--- src/source/rs_defines.svh ---
`ifndef RS_DEFINES_SVH
`define RS_DEFINES_SVH

// datapath width of operands and results
`define XLEN 32

// result tag width, 16 names in flight
`define TAG_BITS 4

// slots in each reservation station
`define RS_DEPTH 4

// latency of the multiplier pipeline
`define MUL_STAGES 3

`endif
--- src/source/isa_pkg.sv ---
`default_nettype none

package isa_pkg;

    // R-type layout, used for register-register ops and mul
    typedef struct packed {
        logic [6:0] funct7;  // bit 5 selects sub / sra
        logic [4:0] rs2;
        logic [4:0] rs1;
        logic [2:0] funct3;
        logic [4:0] rd;
        logic [6:0] opcode;
    } r_type_t;

    // I-type layout, immediate takes the place of funct7 and rs2
    typedef struct packed {
        logic [11:0] imm12;  // sign extended into operand b
        logic [4:0]  rs1;
        logic [2:0]  funct3;
        logic [4:0]  rd;
        logic [6:0]  opcode;
    } i_type_t;

    // same 32 bits seen two ways, opcode[5] tells which one applies
    typedef union packed {
        r_type_t r_view;
        i_type_t i_view;
    } rv_inst_u;

    // funct3 values of the supported subset
    typedef enum logic [2:0] {
        ALU_ADD = 3'b000,  // add, sub, addi
        ALU_SLL = 3'b001,
        ALU_SLT = 3'b010,  // signed compare
        ALU_XOR = 3'b100,
        ALU_SRL = 3'b101,  // srl or sra
        ALU_OR  = 3'b110,
        ALU_AND = 3'b111
    } alu_func_e;

endpackage

`default_nettype wire

--- src/source/rs_types_pkg.sv ---
`default_nettype none

`include "rs_defines.svh"

package rs_types_pkg;

    // name of a result in flight
    typedef logic [`TAG_BITS-1:0] tag_t;

    // source operand, value only meaningful once waiting is clear
    typedef struct packed {
        logic              waiting;
        tag_t              tag;    // producer to watch for on the cdb
        logic [`XLEN-1:0]  value;
    } operand_t;

    // what the dispatcher hands to a station
    typedef struct packed {
        isa_pkg::rv_inst_u inst;
        operand_t          rs1;
        operand_t          rs2;
        tag_t              dest;   // tag this instruction will broadcast
    } dispatch_t;

    // what a station hands to its unit, operands fully resolved
    typedef struct packed {
        isa_pkg::rv_inst_u inst;
        logic [`XLEN-1:0]  rs1_value;
        logic [`XLEN-1:0]  rs2_value;
        tag_t              dest;
    } issue_t;

    // one broadcast on the common data bus
    typedef struct packed {
        tag_t              tag;
        logic [`XLEN-1:0]  value;
    } cdb_word_t;

endpackage

`default_nettype wire

--- src/source/cdb_if.sv ---
`timescale 1ns/100ps
`default_nettype none

`include "rs_defines.svh"

// the shared result bus, one driver and many listeners
interface cdb_if;
    logic               valid;
    rs_types_pkg::tag_t tag;
    logic [`XLEN-1:0]   value;

    modport arbiter (output valid, tag, value);
    modport snoop (input valid, tag, value);
endinterface

// one unit's finished result waiting for the bus
interface unit_req;
    logic               request;  // held with tag/value until granted
    logic               grant;    // transfer happens in this cycle
    rs_types_pkg::tag_t tag;
    logic [`XLEN-1:0]   value;

    modport requester (output request, tag, value, input grant);
    modport arbiter (input request, tag, value, output grant);
endinterface

`default_nettype wire

--- src/source/rs_top.sv ---
`timescale 1ns/100ps
`default_nettype none

`include "rs_defines.svh"

module rs_top (
    input  logic                 clock,
    input  logic                 reset,
    input  logic                 dispatch_alu_valid,
    input  logic                 dispatch_mul_valid,
    input  logic [31:0]          dispatch_inst,
    input  logic                 dispatch_rs1_waiting,
    input  logic [`TAG_BITS-1:0] dispatch_rs1_tag,
    input  logic [`XLEN-1:0]     dispatch_rs1_value,
    input  logic                 dispatch_rs2_waiting,
    input  logic [`TAG_BITS-1:0] dispatch_rs2_tag,
    input  logic [`XLEN-1:0]     dispatch_rs2_value,
    input  logic [`TAG_BITS-1:0] dispatch_dest_tag,
    output logic                 alu_credit,
    output logic                 mul_credit,
    output logic                 cdb_valid,
    output logic [`TAG_BITS-1:0] cdb_tag,
    output logic [`XLEN-1:0]     cdb_value
);

    rs_types_pkg::dispatch_t dispatch;  // one packet shared by both stations
    rs_types_pkg::issue_t    alu_issue;
    rs_types_pkg::issue_t    mul_issue;
    logic                    alu_issue_valid;
    logic                    mul_issue_valid;
    logic                    alu_accept;
    logic                    mul_accept;

    cdb_if   cdb_bus ();
    unit_req alu_req ();
    unit_req mul_req ();

    always_comb begin
        dispatch.inst        = dispatch_inst;
        dispatch.rs1.waiting = dispatch_rs1_waiting;
        dispatch.rs1.tag     = dispatch_rs1_tag;
        dispatch.rs1.value   = dispatch_rs1_value;
        dispatch.rs2.waiting = dispatch_rs2_waiting;
        dispatch.rs2.tag     = dispatch_rs2_tag;
        dispatch.rs2.value   = dispatch_rs2_value;
        dispatch.dest        = dispatch_dest_tag;
    end

    rs_bank i_alu_bank (
        .clock (clock), .reset (reset),
        .dispatch_valid (dispatch_alu_valid), .dispatch (dispatch), .cdb (cdb_bus),
        .accept (alu_accept), .issue_valid (alu_issue_valid), .issue (alu_issue),
        .credit (alu_credit)
    );

    rs_bank i_mul_bank (
        .clock (clock), .reset (reset),
        .dispatch_valid (dispatch_mul_valid), .dispatch (dispatch), .cdb (cdb_bus),
        .accept (mul_accept), .issue_valid (mul_issue_valid), .issue (mul_issue),
        .credit (mul_credit)
    );

    exec_unit #(.STAGES(1)) i_alu (
        .clock (clock), .reset (reset), .in_valid (alu_issue_valid),
        .in_op (alu_issue), .accept (alu_accept), .req (alu_req)
    );

    exec_unit #(.STAGES(`MUL_STAGES)) i_mul (
        .clock (clock), .reset (reset), .in_valid (mul_issue_valid),
        .in_op (mul_issue), .accept (mul_accept), .req (mul_req)
    );

    cdb_arbiter i_arbiter (
        .clock (clock), .reset (reset),
        .alu_req (alu_req), .mul_req (mul_req), .cdb (cdb_bus)
    );

    // broadcast leaves the design as it wakes the stations
    assign cdb_valid = cdb_bus.valid;
    assign cdb_tag   = cdb_bus.tag;
    assign cdb_value = cdb_bus.value;

endmodule

`default_nettype wire

--- src/source/cdb_arbiter.sv ---
`timescale 1ns/100ps
`default_nettype none

module cdb_arbiter (
    input  logic       clock,
    input  logic       reset,
    unit_req.arbiter   alu_req,
    unit_req.arbiter   mul_req,
    cdb_if.arbiter     cdb
);

    logic                    prio_mul;   // multiplier wins a tie when set
    logic                    grant_alu;
    logic                    grant_mul;
    rs_types_pkg::cdb_word_t word;

    always_comb begin
        grant_alu = alu_req.request && (!mul_req.request || !prio_mul);
        grant_mul = mul_req.request && (!alu_req.request || prio_mul);
        if (grant_mul) begin
            word.tag   = mul_req.tag;
            word.value = mul_req.value;
        end else begin
            word.tag   = alu_req.tag;     // don't care when nothing is granted
            word.value = alu_req.value;
        end
    end

    assign alu_req.grant = grant_alu;
    assign mul_req.grant = grant_mul;

    // bus follows the grant in the same cycle
    assign cdb.valid = grant_alu || grant_mul;
    assign cdb.tag   = word.tag;
    assign cdb.value = word.value;

    // the unit just served drops to the back
    always_ff @(posedge clock) begin
        if (reset)          prio_mul <= 1'b0;
        else if (grant_alu) prio_mul <= 1'b1;
        else if (grant_mul) prio_mul <= 1'b0;
    end

endmodule

`default_nettype wire

--- src/source/exec_unit.sv ---
`timescale 1ns/100ps
`default_nettype none

`include "rs_defines.svh"

module exec_unit #(
    parameter int STAGES = 1  // 1 builds the alu, more builds the multiplier
) (
    input  logic                 clock,
    input  logic                 reset,
    input  logic                 in_valid,
    input  rs_types_pkg::issue_t in_op,
    output logic                 accept,   // front stage can load
    unit_req.requester           req
);

    logic [STAGES-1:0]  valid;
    logic [STAGES-1:0]  load;             // stage may take new content this edge
    rs_types_pkg::tag_t tag [STAGES];
    logic [`XLEN-1:0]   value [STAGES];
    logic [`XLEN-1:0]   result;

    if (STAGES == 1) begin : g_alu
        isa_pkg::rv_inst_u  inst;
        isa_pkg::alu_func_e func;
        logic               alt;          // sub / sra
        logic [`XLEN-1:0]   b;

        always_comb begin
            inst = in_op.inst;
            if (inst.r_view.opcode[5]) begin  // register-register
                func = isa_pkg::alu_func_e'(inst.r_view.funct3);
                alt  = inst.r_view.funct7[5];
                b    = in_op.rs2_value;
            end else begin                     // register-immediate
                func = isa_pkg::alu_func_e'(inst.i_view.funct3);
                alt  = 1'b0;
                b    = {{(`XLEN-12){inst.i_view.imm12[11]}}, inst.i_view.imm12};
            end
            case (func)
                isa_pkg::ALU_ADD: result = alt ? in_op.rs1_value - b : in_op.rs1_value + b;
                isa_pkg::ALU_SLL: result = in_op.rs1_value << b[4:0];
                isa_pkg::ALU_SLT: result = {{(`XLEN-1){1'b0}},
                                            $signed(in_op.rs1_value) < $signed(b)};
                isa_pkg::ALU_XOR: result = in_op.rs1_value ^ b;
                isa_pkg::ALU_SRL: result = alt ? `XLEN'($signed(in_op.rs1_value) >>> b[4:0])
                                               : in_op.rs1_value >> b[4:0];
                isa_pkg::ALU_OR:  result = in_op.rs1_value | b;
                isa_pkg::ALU_AND: result = in_op.rs1_value & b;
                default:          result = '0;  // sltu is not in the subset
            endcase
        end
    end else begin : g_mul
        assign result = in_op.rs1_value * in_op.rs2_value;  // low half only
    end

    // a stage frees when empty or when the one ahead of it moves
    always_comb begin
        load[STAGES-1] = !valid[STAGES-1] || req.grant;
        for (int s = STAGES - 2; s >= 0; s--) begin
            load[s] = !valid[s] || load[s+1];
        end
    end

    assign accept = load[0];

    always_ff @(posedge clock) begin
        if (reset) begin
            valid <= '0;
        end else begin
            if (load[0]) valid[0] <= in_valid;
            for (int s = 1; s < STAGES; s++) begin
                if (load[s]) valid[s] <= valid[s-1];
            end
        end
    end

    always_ff @(posedge clock) begin
        if (load[0]) begin
            tag[0]   <= in_op.dest;
            value[0] <= result;
        end
        for (int s = 1; s < STAGES; s++) begin
            if (load[s]) begin
                tag[s]   <= tag[s-1];
                value[s] <= value[s-1];
            end
        end
    end

    // last stage holds its word until the arbiter takes it
    assign req.request = valid[STAGES-1];
    assign req.tag     = tag[STAGES-1];
    assign req.value   = value[STAGES-1];

endmodule

`default_nettype wire

--- src/source/rs_bank.sv ---
`timescale 1ns/100ps
`default_nettype none

`include "rs_defines.svh"

module rs_bank (
    input  logic                    clock,
    input  logic                    reset,
    input  logic                    dispatch_valid,
    input  rs_types_pkg::dispatch_t dispatch,
    cdb_if.snoop                    cdb,
    input  logic                    accept,       // unit can take an op this cycle
    output logic                    issue_valid,
    output rs_types_pkg::issue_t    issue,
    output logic                    credit        // one pulse per freed slot
);

    localparam int IDX_BITS = $clog2(`RS_DEPTH);

    logic [`RS_DEPTH-1:0]  busy;
    logic [`RS_DEPTH-1:0]  ready;
    logic [`RS_DEPTH-1:0]  write;
    logic [`RS_DEPTH-1:0]  issue_sel;
    rs_types_pkg::issue_t  entries [`RS_DEPTH];
    logic [IDX_BITS-1:0]   seq [`RS_DEPTH];  // 0 is the oldest busy entry
    logic [IDX_BITS-1:0]   free_idx;
    logic [IDX_BITS-1:0]   pick_idx;
    logic [IDX_BITS:0]     busy_count;
    logic                  any_ready;

    for (genvar i = 0; i < `RS_DEPTH; i++) begin : g_entry
        assign write[i]     = dispatch_valid && (free_idx == IDX_BITS'(i));
        assign issue_sel[i] = issue_valid && (pick_idx == IDX_BITS'(i));

        rs_entry i_entry (
            .clock      (clock),
            .reset      (reset),
            .write      (write[i]),
            .write_data (dispatch),
            .issue      (issue_sel[i]),
            .cdb        (cdb),
            .busy       (busy[i]),
            .ready      (ready[i]),
            .entry      (entries[i])
        );
    end

    // lowest free slot, credits guarantee one exists on dispatch
    always_comb begin
        free_idx   = '0;
        busy_count = '0;
        for (int i = `RS_DEPTH - 1; i >= 0; i--) begin
            if (!busy[i]) free_idx = IDX_BITS'(i);
        end
        for (int i = 0; i < `RS_DEPTH; i++) begin
            busy_count += {{IDX_BITS{1'b0}}, busy[i]};
        end
    end

    // oldest ready entry has the smallest sequence number
    always_comb begin
        any_ready = 1'b0;
        pick_idx  = '0;
        for (int i = 0; i < `RS_DEPTH; i++) begin
            if (ready[i] && (!any_ready || (seq[i] < seq[pick_idx]))) begin
                pick_idx  = IDX_BITS'(i);
                any_ready = 1'b1;
            end
        end
    end

    assign issue_valid = accept && any_ready;  // hold everything while the unit stalls
    assign issue       = entries[pick_idx];

    // new entry goes behind the survivors, younger ones close the gap on issue
    always_ff @(posedge clock) begin
        if (reset) begin
            for (int i = 0; i < `RS_DEPTH; i++) seq[i] <= '0;
        end else begin
            for (int i = 0; i < `RS_DEPTH; i++) begin
                if (write[i]) begin
                    seq[i] <= IDX_BITS'(busy_count - {{IDX_BITS{1'b0}}, issue_valid});
                end else if (issue_valid && busy[i] && (seq[i] > seq[pick_idx])) begin
                    seq[i] <= seq[i] - 1'b1;
                end
            end
        end
    end

    always_ff @(posedge clock) begin
        if (reset) credit <= 1'b0;
        else       credit <= issue_valid;  // lands one cycle after the slot frees
    end

endmodule

`default_nettype wire

--- src/source/rs_entry.sv ---
`timescale 1ns/100ps
`default_nettype none

`include "rs_defines.svh"

module rs_entry (
    input  logic                    clock,
    input  logic                    reset,
    input  logic                    write,       // load a new instruction this edge
    input  rs_types_pkg::dispatch_t write_data,
    input  logic                    issue,       // selected by the bank to free the slot
    cdb_if.snoop                    cdb,
    output logic                    busy,
    output logic                    ready,
    output rs_types_pkg::issue_t    entry
);

    isa_pkg::rv_inst_u      inst;
    rs_types_pkg::operand_t rs1;
    rs_types_pkg::operand_t rs2;
    rs_types_pkg::tag_t     dest;
    logic                   rs1_hit;  // rs1 tag on the bus right now
    logic                   rs2_hit;

    // take the bus value if this operand is waiting on the broadcast tag
    function automatic rs_types_pkg::operand_t snoop_operand(
        input rs_types_pkg::operand_t op,
        input logic                   bus_valid,
        input rs_types_pkg::tag_t     bus_tag,
        input logic [`XLEN-1:0]       bus_value
    );
        rs_types_pkg::operand_t result;
        result = op;
        if (op.waiting && bus_valid && (op.tag == bus_tag)) begin
            result.waiting = 1'b0;
            result.value   = bus_value;
        end
        return result;
    endfunction

    assign rs1_hit = rs1.waiting && cdb.valid && (cdb.tag == rs1.tag);
    assign rs2_hit = rs2.waiting && cdb.valid && (cdb.tag == rs2.tag);

    // both sources known already or from this cycle's broadcast
    assign ready = busy && (!rs1.waiting || rs1_hit) && (!rs2.waiting || rs2_hit);

    always_ff @(posedge clock) begin
        if (reset) begin
            busy <= 1'b0;
        end else if (write) begin
            busy <= 1'b1;
        end else if (issue) begin
            busy <= 1'b0;  // slot is free again after the issue edge
        end
    end

    // payload only meaningful while busy
    always_ff @(posedge clock) begin
        if (write) begin
            inst <= write_data.inst;
            dest <= write_data.dest;
            // a tag broadcast in the dispatch cycle is caught here
            rs1  <= snoop_operand(write_data.rs1, cdb.valid, cdb.tag, cdb.value);
            rs2  <= snoop_operand(write_data.rs2, cdb.valid, cdb.tag, cdb.value);
        end else if (busy) begin
            rs1  <= snoop_operand(rs1, cdb.valid, cdb.tag, cdb.value);
            rs2  <= snoop_operand(rs2, cdb.valid, cdb.tag, cdb.value);
        end
    end

    // bypass the live broadcast so a just-woken entry issues this cycle
    always_comb begin
        entry.inst = inst;
        entry.dest = dest;
        case ({rs1_hit, rs2_hit})
            2'b00: begin  // both from the entry
                entry.rs1_value = rs1.value;
                entry.rs2_value = rs2.value;
            end
            2'b01: begin  // rs2 from the bus
                entry.rs1_value = rs1.value;
                entry.rs2_value = cdb.value;
            end
            2'b10: begin  // rs1 from the bus
                entry.rs1_value = cdb.value;
                entry.rs2_value = rs2.value;
            end
            default: begin  // same tag feeds both sources
                entry.rs1_value = cdb.value;
                entry.rs2_value = cdb.value;
            end
        endcase
    end

endmodule

`default_nettype wire

--- config.mk ---
export PLATFORM = sky130hd
export DESIGN_NAME = rs_top
export DESIGN_NICKNAME = d
export VERILOG_FILES = /design/src/source/isa_pkg.sv /design/src/source/rs_types_pkg.sv /design/src/source/cdb_if.sv /design/src/source/rs_top.sv /design/src/source/cdb_arbiter.sv /design/src/source/exec_unit.sv /design/src/source/rs_bank.sv /design/src/source/rs_entry.sv
export VERILOG_INCLUDE_DIRS = /design/src /design/src/source
export SDC_FILE = /design/constraint.sdc
export NUM_CORES = 2
export LEC_CHECK = 0
export BUFFER_PORTS_ARGS = -buffer_cell sky130_fd_sc_hd__buf_4
export CAP_MARGIN = 20
export CORE_ASPECT_RATIO = 2
export CORE_UTILIZATION = 35
export CTS_BUF_LIST = sky130_fd_sc_hd__clkbuf_4 sky130_fd_sc_hd__clkbuf_8 sky130_fd_sc_hd__clkbuf_16
export DETAILED_ROUTE_END_ITERATION = 10
export PLACE_DENSITY = 0.51
export SYNTH_ARGS = -nofsm -noshare
export SYNTH_HDL_FRONTEND = slang
export SYNTH_SLANG_ARGS = --single-unit
--- constraint.sdc ---
create_clock -name clock -period 18.2 [get_ports clock]
set_clock_uncertainty 0.1 [all_clocks]
set_input_delay 1.82 -clock clock [delete_from_list [all_inputs] [get_ports clock]]
set_output_delay 1.82 -clock clock [all_outputs]
set_load 0.1 [all_outputs]
==> impl_results.rst <==
.. list-table::
   :header-rows: 1

   * - Metric
     - Value
   * - Cell repeated most along the worst path
     - sky130_fd_sc_hd__inv_1
   * - Global placer's final weighted congestion
     - 1.01
   * - Number of cells on the worst hold path
     - 0
   * - Most common flop cell mapped by yosys
     - sky130_fd_sc_hd__edfxtp_1
   * - Chip width
     - 314 um
   * - Share of post-route cells with drive strength above 1
     - 10.8%
   * - Wire length of the first global-routing pass
     - 430,000 um
   * - Vert. Die Dim
     - 625 um
   * - Setup bufs post-CTS
     - 0
   * - Net count after synthesis
     - 8,066
   * - Area of the core
     - 0.193 mm2
   * - Synthesized netlist cell count
     - 7,292
   * - Boundary Pins
     - 153
   * - FP Rows
     - 228
   * - Total clock sinks
     - 863
   * - Total of endpoints with negative setup slack in the final report
     - 0
   * - Via/cell ratio
     - 5.85
   * - Commonest cells post-synth
     - 885 x sky130_fd_sc_hd__nand2_1, 848 x sky130_fd_sc_hd__edfxtp_1, 819 x sky130_fd_sc_hd__o21ai_0
   * - Distinct cell type count of the synthesized netlist
     - 115
   * - Slew at the pin closest to its max-slew limit
     - 1.26 ns
   * - Antenna violations before repair
     - 14
   * - Number of flops mapped to enable cells by yosys
     - 848
   * - Status
     - finished clean
   * - Class of the worst hold path
     - reg2reg
   * - Post-synthesis async set-or-reset flop share
     - 0%
   * - Area share of the leading cell type in the synthesized netlist
     - 37.5%
   * - Post-cts repair resize count
     - 0
   * - Sequential standard cell area
     - 0.0258 mm2
   * - Required time at the worst-slack endpoint
     - 18.57 ns
   * - Clock transition at path regs
     - 0.07 ns
   * - Mean post-synth cell area
     - 9.32 um2
   * - Largest driver fanout on the critical path
     - 38
   * - Clock buffer count from CTS
     - 83
   * - Sum of negative setup slack
     - 0 ns
   * - Clk_lat worst skew
     - 0.72 ns
   * - Vias in the first global route
     - 57,400
   * - Detailed Place HPWL
     - 226,000 um
   * - Max stage delay on crit path
     - 0.92 ns
   * - CTS tree
     - yes
   * - H-tree levels
     - 3
   * - Critical Path Start Type
     - flop
   * - Routed wire length per instance
     - 31.5 um
   * - Final-layout fill cell count
     - 19,400
   * - Cell with the most instances after synthesis
     - sky130_fd_sc_hd__nand2_1
   * - Worst setup path class
     - reg2reg
   * - Cell with the largest stage delay on the worst path
     - sky130_fd_sc_hd__a211o_1
   * - Number of DRC markers in iteration 0
     - 5,635
   * - Number of flip-flops and latches in the synthesized netlist
     - 863
   * - RSZ-0062 raised after global routing
     - false
   * - Number of remaining DRC errors
     - 0
   * - Die footprint
     - 0.196 mm2
   * - Buffer cell driving the clock tree root
     - sky130_fd_sc_hd__clkbuf_16
   * - Top post-synthesis cells by area
     - sky130_fd_sc_hd__edfxtp_1 37%, sky130_fd_sc_hd__fa_1 12%, sky130_fd_sc_hd__o21ai_0 6.0%, sky130_fd_sc_hd__nand2_1 4.9%, sky130_fd_sc_hd__ha_1 4.6%
   * - Syn Std Cell Area
     - 0.0679 mm2
   * - Multi-input combinational cell area
     - 0.0380 mm2
   * - Largest net degree at the start of global routing
     - 117
   * - Final Max Tran Viols
     - 0
   * - Final #Nets
     - 8,032
   * - Max-slew headroom
     - 16.2%
   * - Number of warnings printed during yosys synthesis
     - 0
   * - Final Cycle Share
     - 86.6%
   * - Grt ovf
     - 0
   * - Number of endpoints with negative hold slack in the final report
     - 0
   * - Post-route worst hold slack
     - 0.315 ns
   * - Count of max-cap constraint violations
     - 0
   * - Remaining antenna violation count after routing
     - 0
   * - Min cycle time layout
     - 15.76 ns
   * - Number of iterations in the first detailed-routing pass
     - 8
   * - Maximum clock frequency
     - 0.0635 GHz
   * - Total Wirelength
     - 311,000 um
   * - Nature of the critical path endpoint
     - flop
   * - Maximum clock path buffer count
     - 3
   * - Post-cts hold buffer count
     - 0
   * - WP data arrival
     - 16.13 ns
   * - Via Count
     - 57,800
   * - Share of the yosys chip area belonging to registers
     - 37.9%
   * - Starting density of the core
     - 35.2%
   * - R2R cell count
     - 52
   * - Port buffer count
     - 136
   * - Total global routing track utilization
     - 31.4%
   * - Relative area change from synthesis to final layout
     - 11.0%
   * - Post-synthesis cell type with the largest combined area
     - sky130_fd_sc_hd__edfxtp_1
[cell type report]
class	instances	share of cell area (%)
inverters	653	3.26
diodes	9	0.0299
repair buffers	404	4.08
flip-flops and latches	863	34.2
multi-input cells	5253	50.4
clock inverters	48	0.853
well taps	2530	4.20
clock buffers	106	3.02
[per-stage QoR]
| step | worst slack (ns) | util (%) | instance area [um2] | cells |
|---|---|---|---|---|
| after floorplan | 3.75 | - | 67900 | 7292 |
| after global placement | 2.53 | 37.5 | 72300 | 9691 |
| after detailed placement | 2.49 | 37.5 | 72300 | 9692 |
| after CTS | 2.46 | 39.0 | 75200 | 9846 |
| after global routing | 1.43 | 39.1 | 75300 | 9858 |
| final | 2.44 | 39.1 | 75400 | 9866 |
[metal layers]
metal | GRT usage, % | up-vias | share of wire [%]
met1 | 31.1 | 28400 | 32
li1 | - | 25400 | -
met3 | 5.72 | 987 | 7.2
met4 | 32.4 | 16 | 13
met2 | 53.7 | 2877 | 48
met5 | 0 | - | 0.031
[cells in the final DEF, fill, tap and decap left out, drive strengths merged, types with 224 or more instances in the layout]
cell    instances
a21oi         433
buf           399
edfxtp        848
fa            412
ha            248
inv           624
mux2i         224
nand2         886
nor2          824
o21ai         837
[cells by family after synthesis]
kind of cell | after synthesis | synth area share [%]
mux | 261 | 4.01
buf+inv | 1176 | 7.06
flops | 863 | 37.9
compound gates | 1947 | 17.8
fa+ha+maj | 660 | 16.7
simple gates | 2195 | 13.9
xor+xnor | 190 | 2.57
[critical path, delay by kind of cell (launching register included)]
family / cells / cell delay [ns]
AO/OA/AOI/OAI: 18 / 5.80
adder cells (fa/ha/maj): 11 / 4.38
AND/OR/NAND/NOR: 12 / 3.14
XOR/XNOR: 1 / 0.22
flip-flops: 1 / 0.57
buffers and inverters: 9 / 0.96
multiplexers: 1 / 0.30
[sequential cells by signal (all words and copies together), names as in the netlist, 8 cells and up]
name	cells
i_mul_bank.g_entry.i_entry.dest	16
i_alu_bank.seq	8
i_mul.tag	12
i_alu_bank.g_entry.i_entry.rs2	148
i_mul_bank.seq	8
i_mul_bank.g_entry.i_entry.rs2	148
i_mul.value	96
i_alu_bank.g_entry.i_entry.rs1	148
i_mul_bank.g_entry.i_entry.rs1	148
i_alu.value	32
i_alu_bank.g_entry.i_entry.inst	64
i_alu_bank.g_entry.i_entry.dest	16
[worst paths after layout]
path                                         start                  to  slack (ns)
worst max-delay path             i_alu.req.request  i_mul.value[0][29]        2.44
worst max register to register   i_alu.req.request  i_mul.value[0][29]        2.44
worst min register to register  i_mul.value[0][10]  i_mul.value[0][42]        0.31
worst min-delay path            i_mul.value[0][10]  i_mul.value[0][42]        0.31
Power is not shown: default switching activity piles up to over one toggle a cycle in this logic, so the estimate is an artifact.
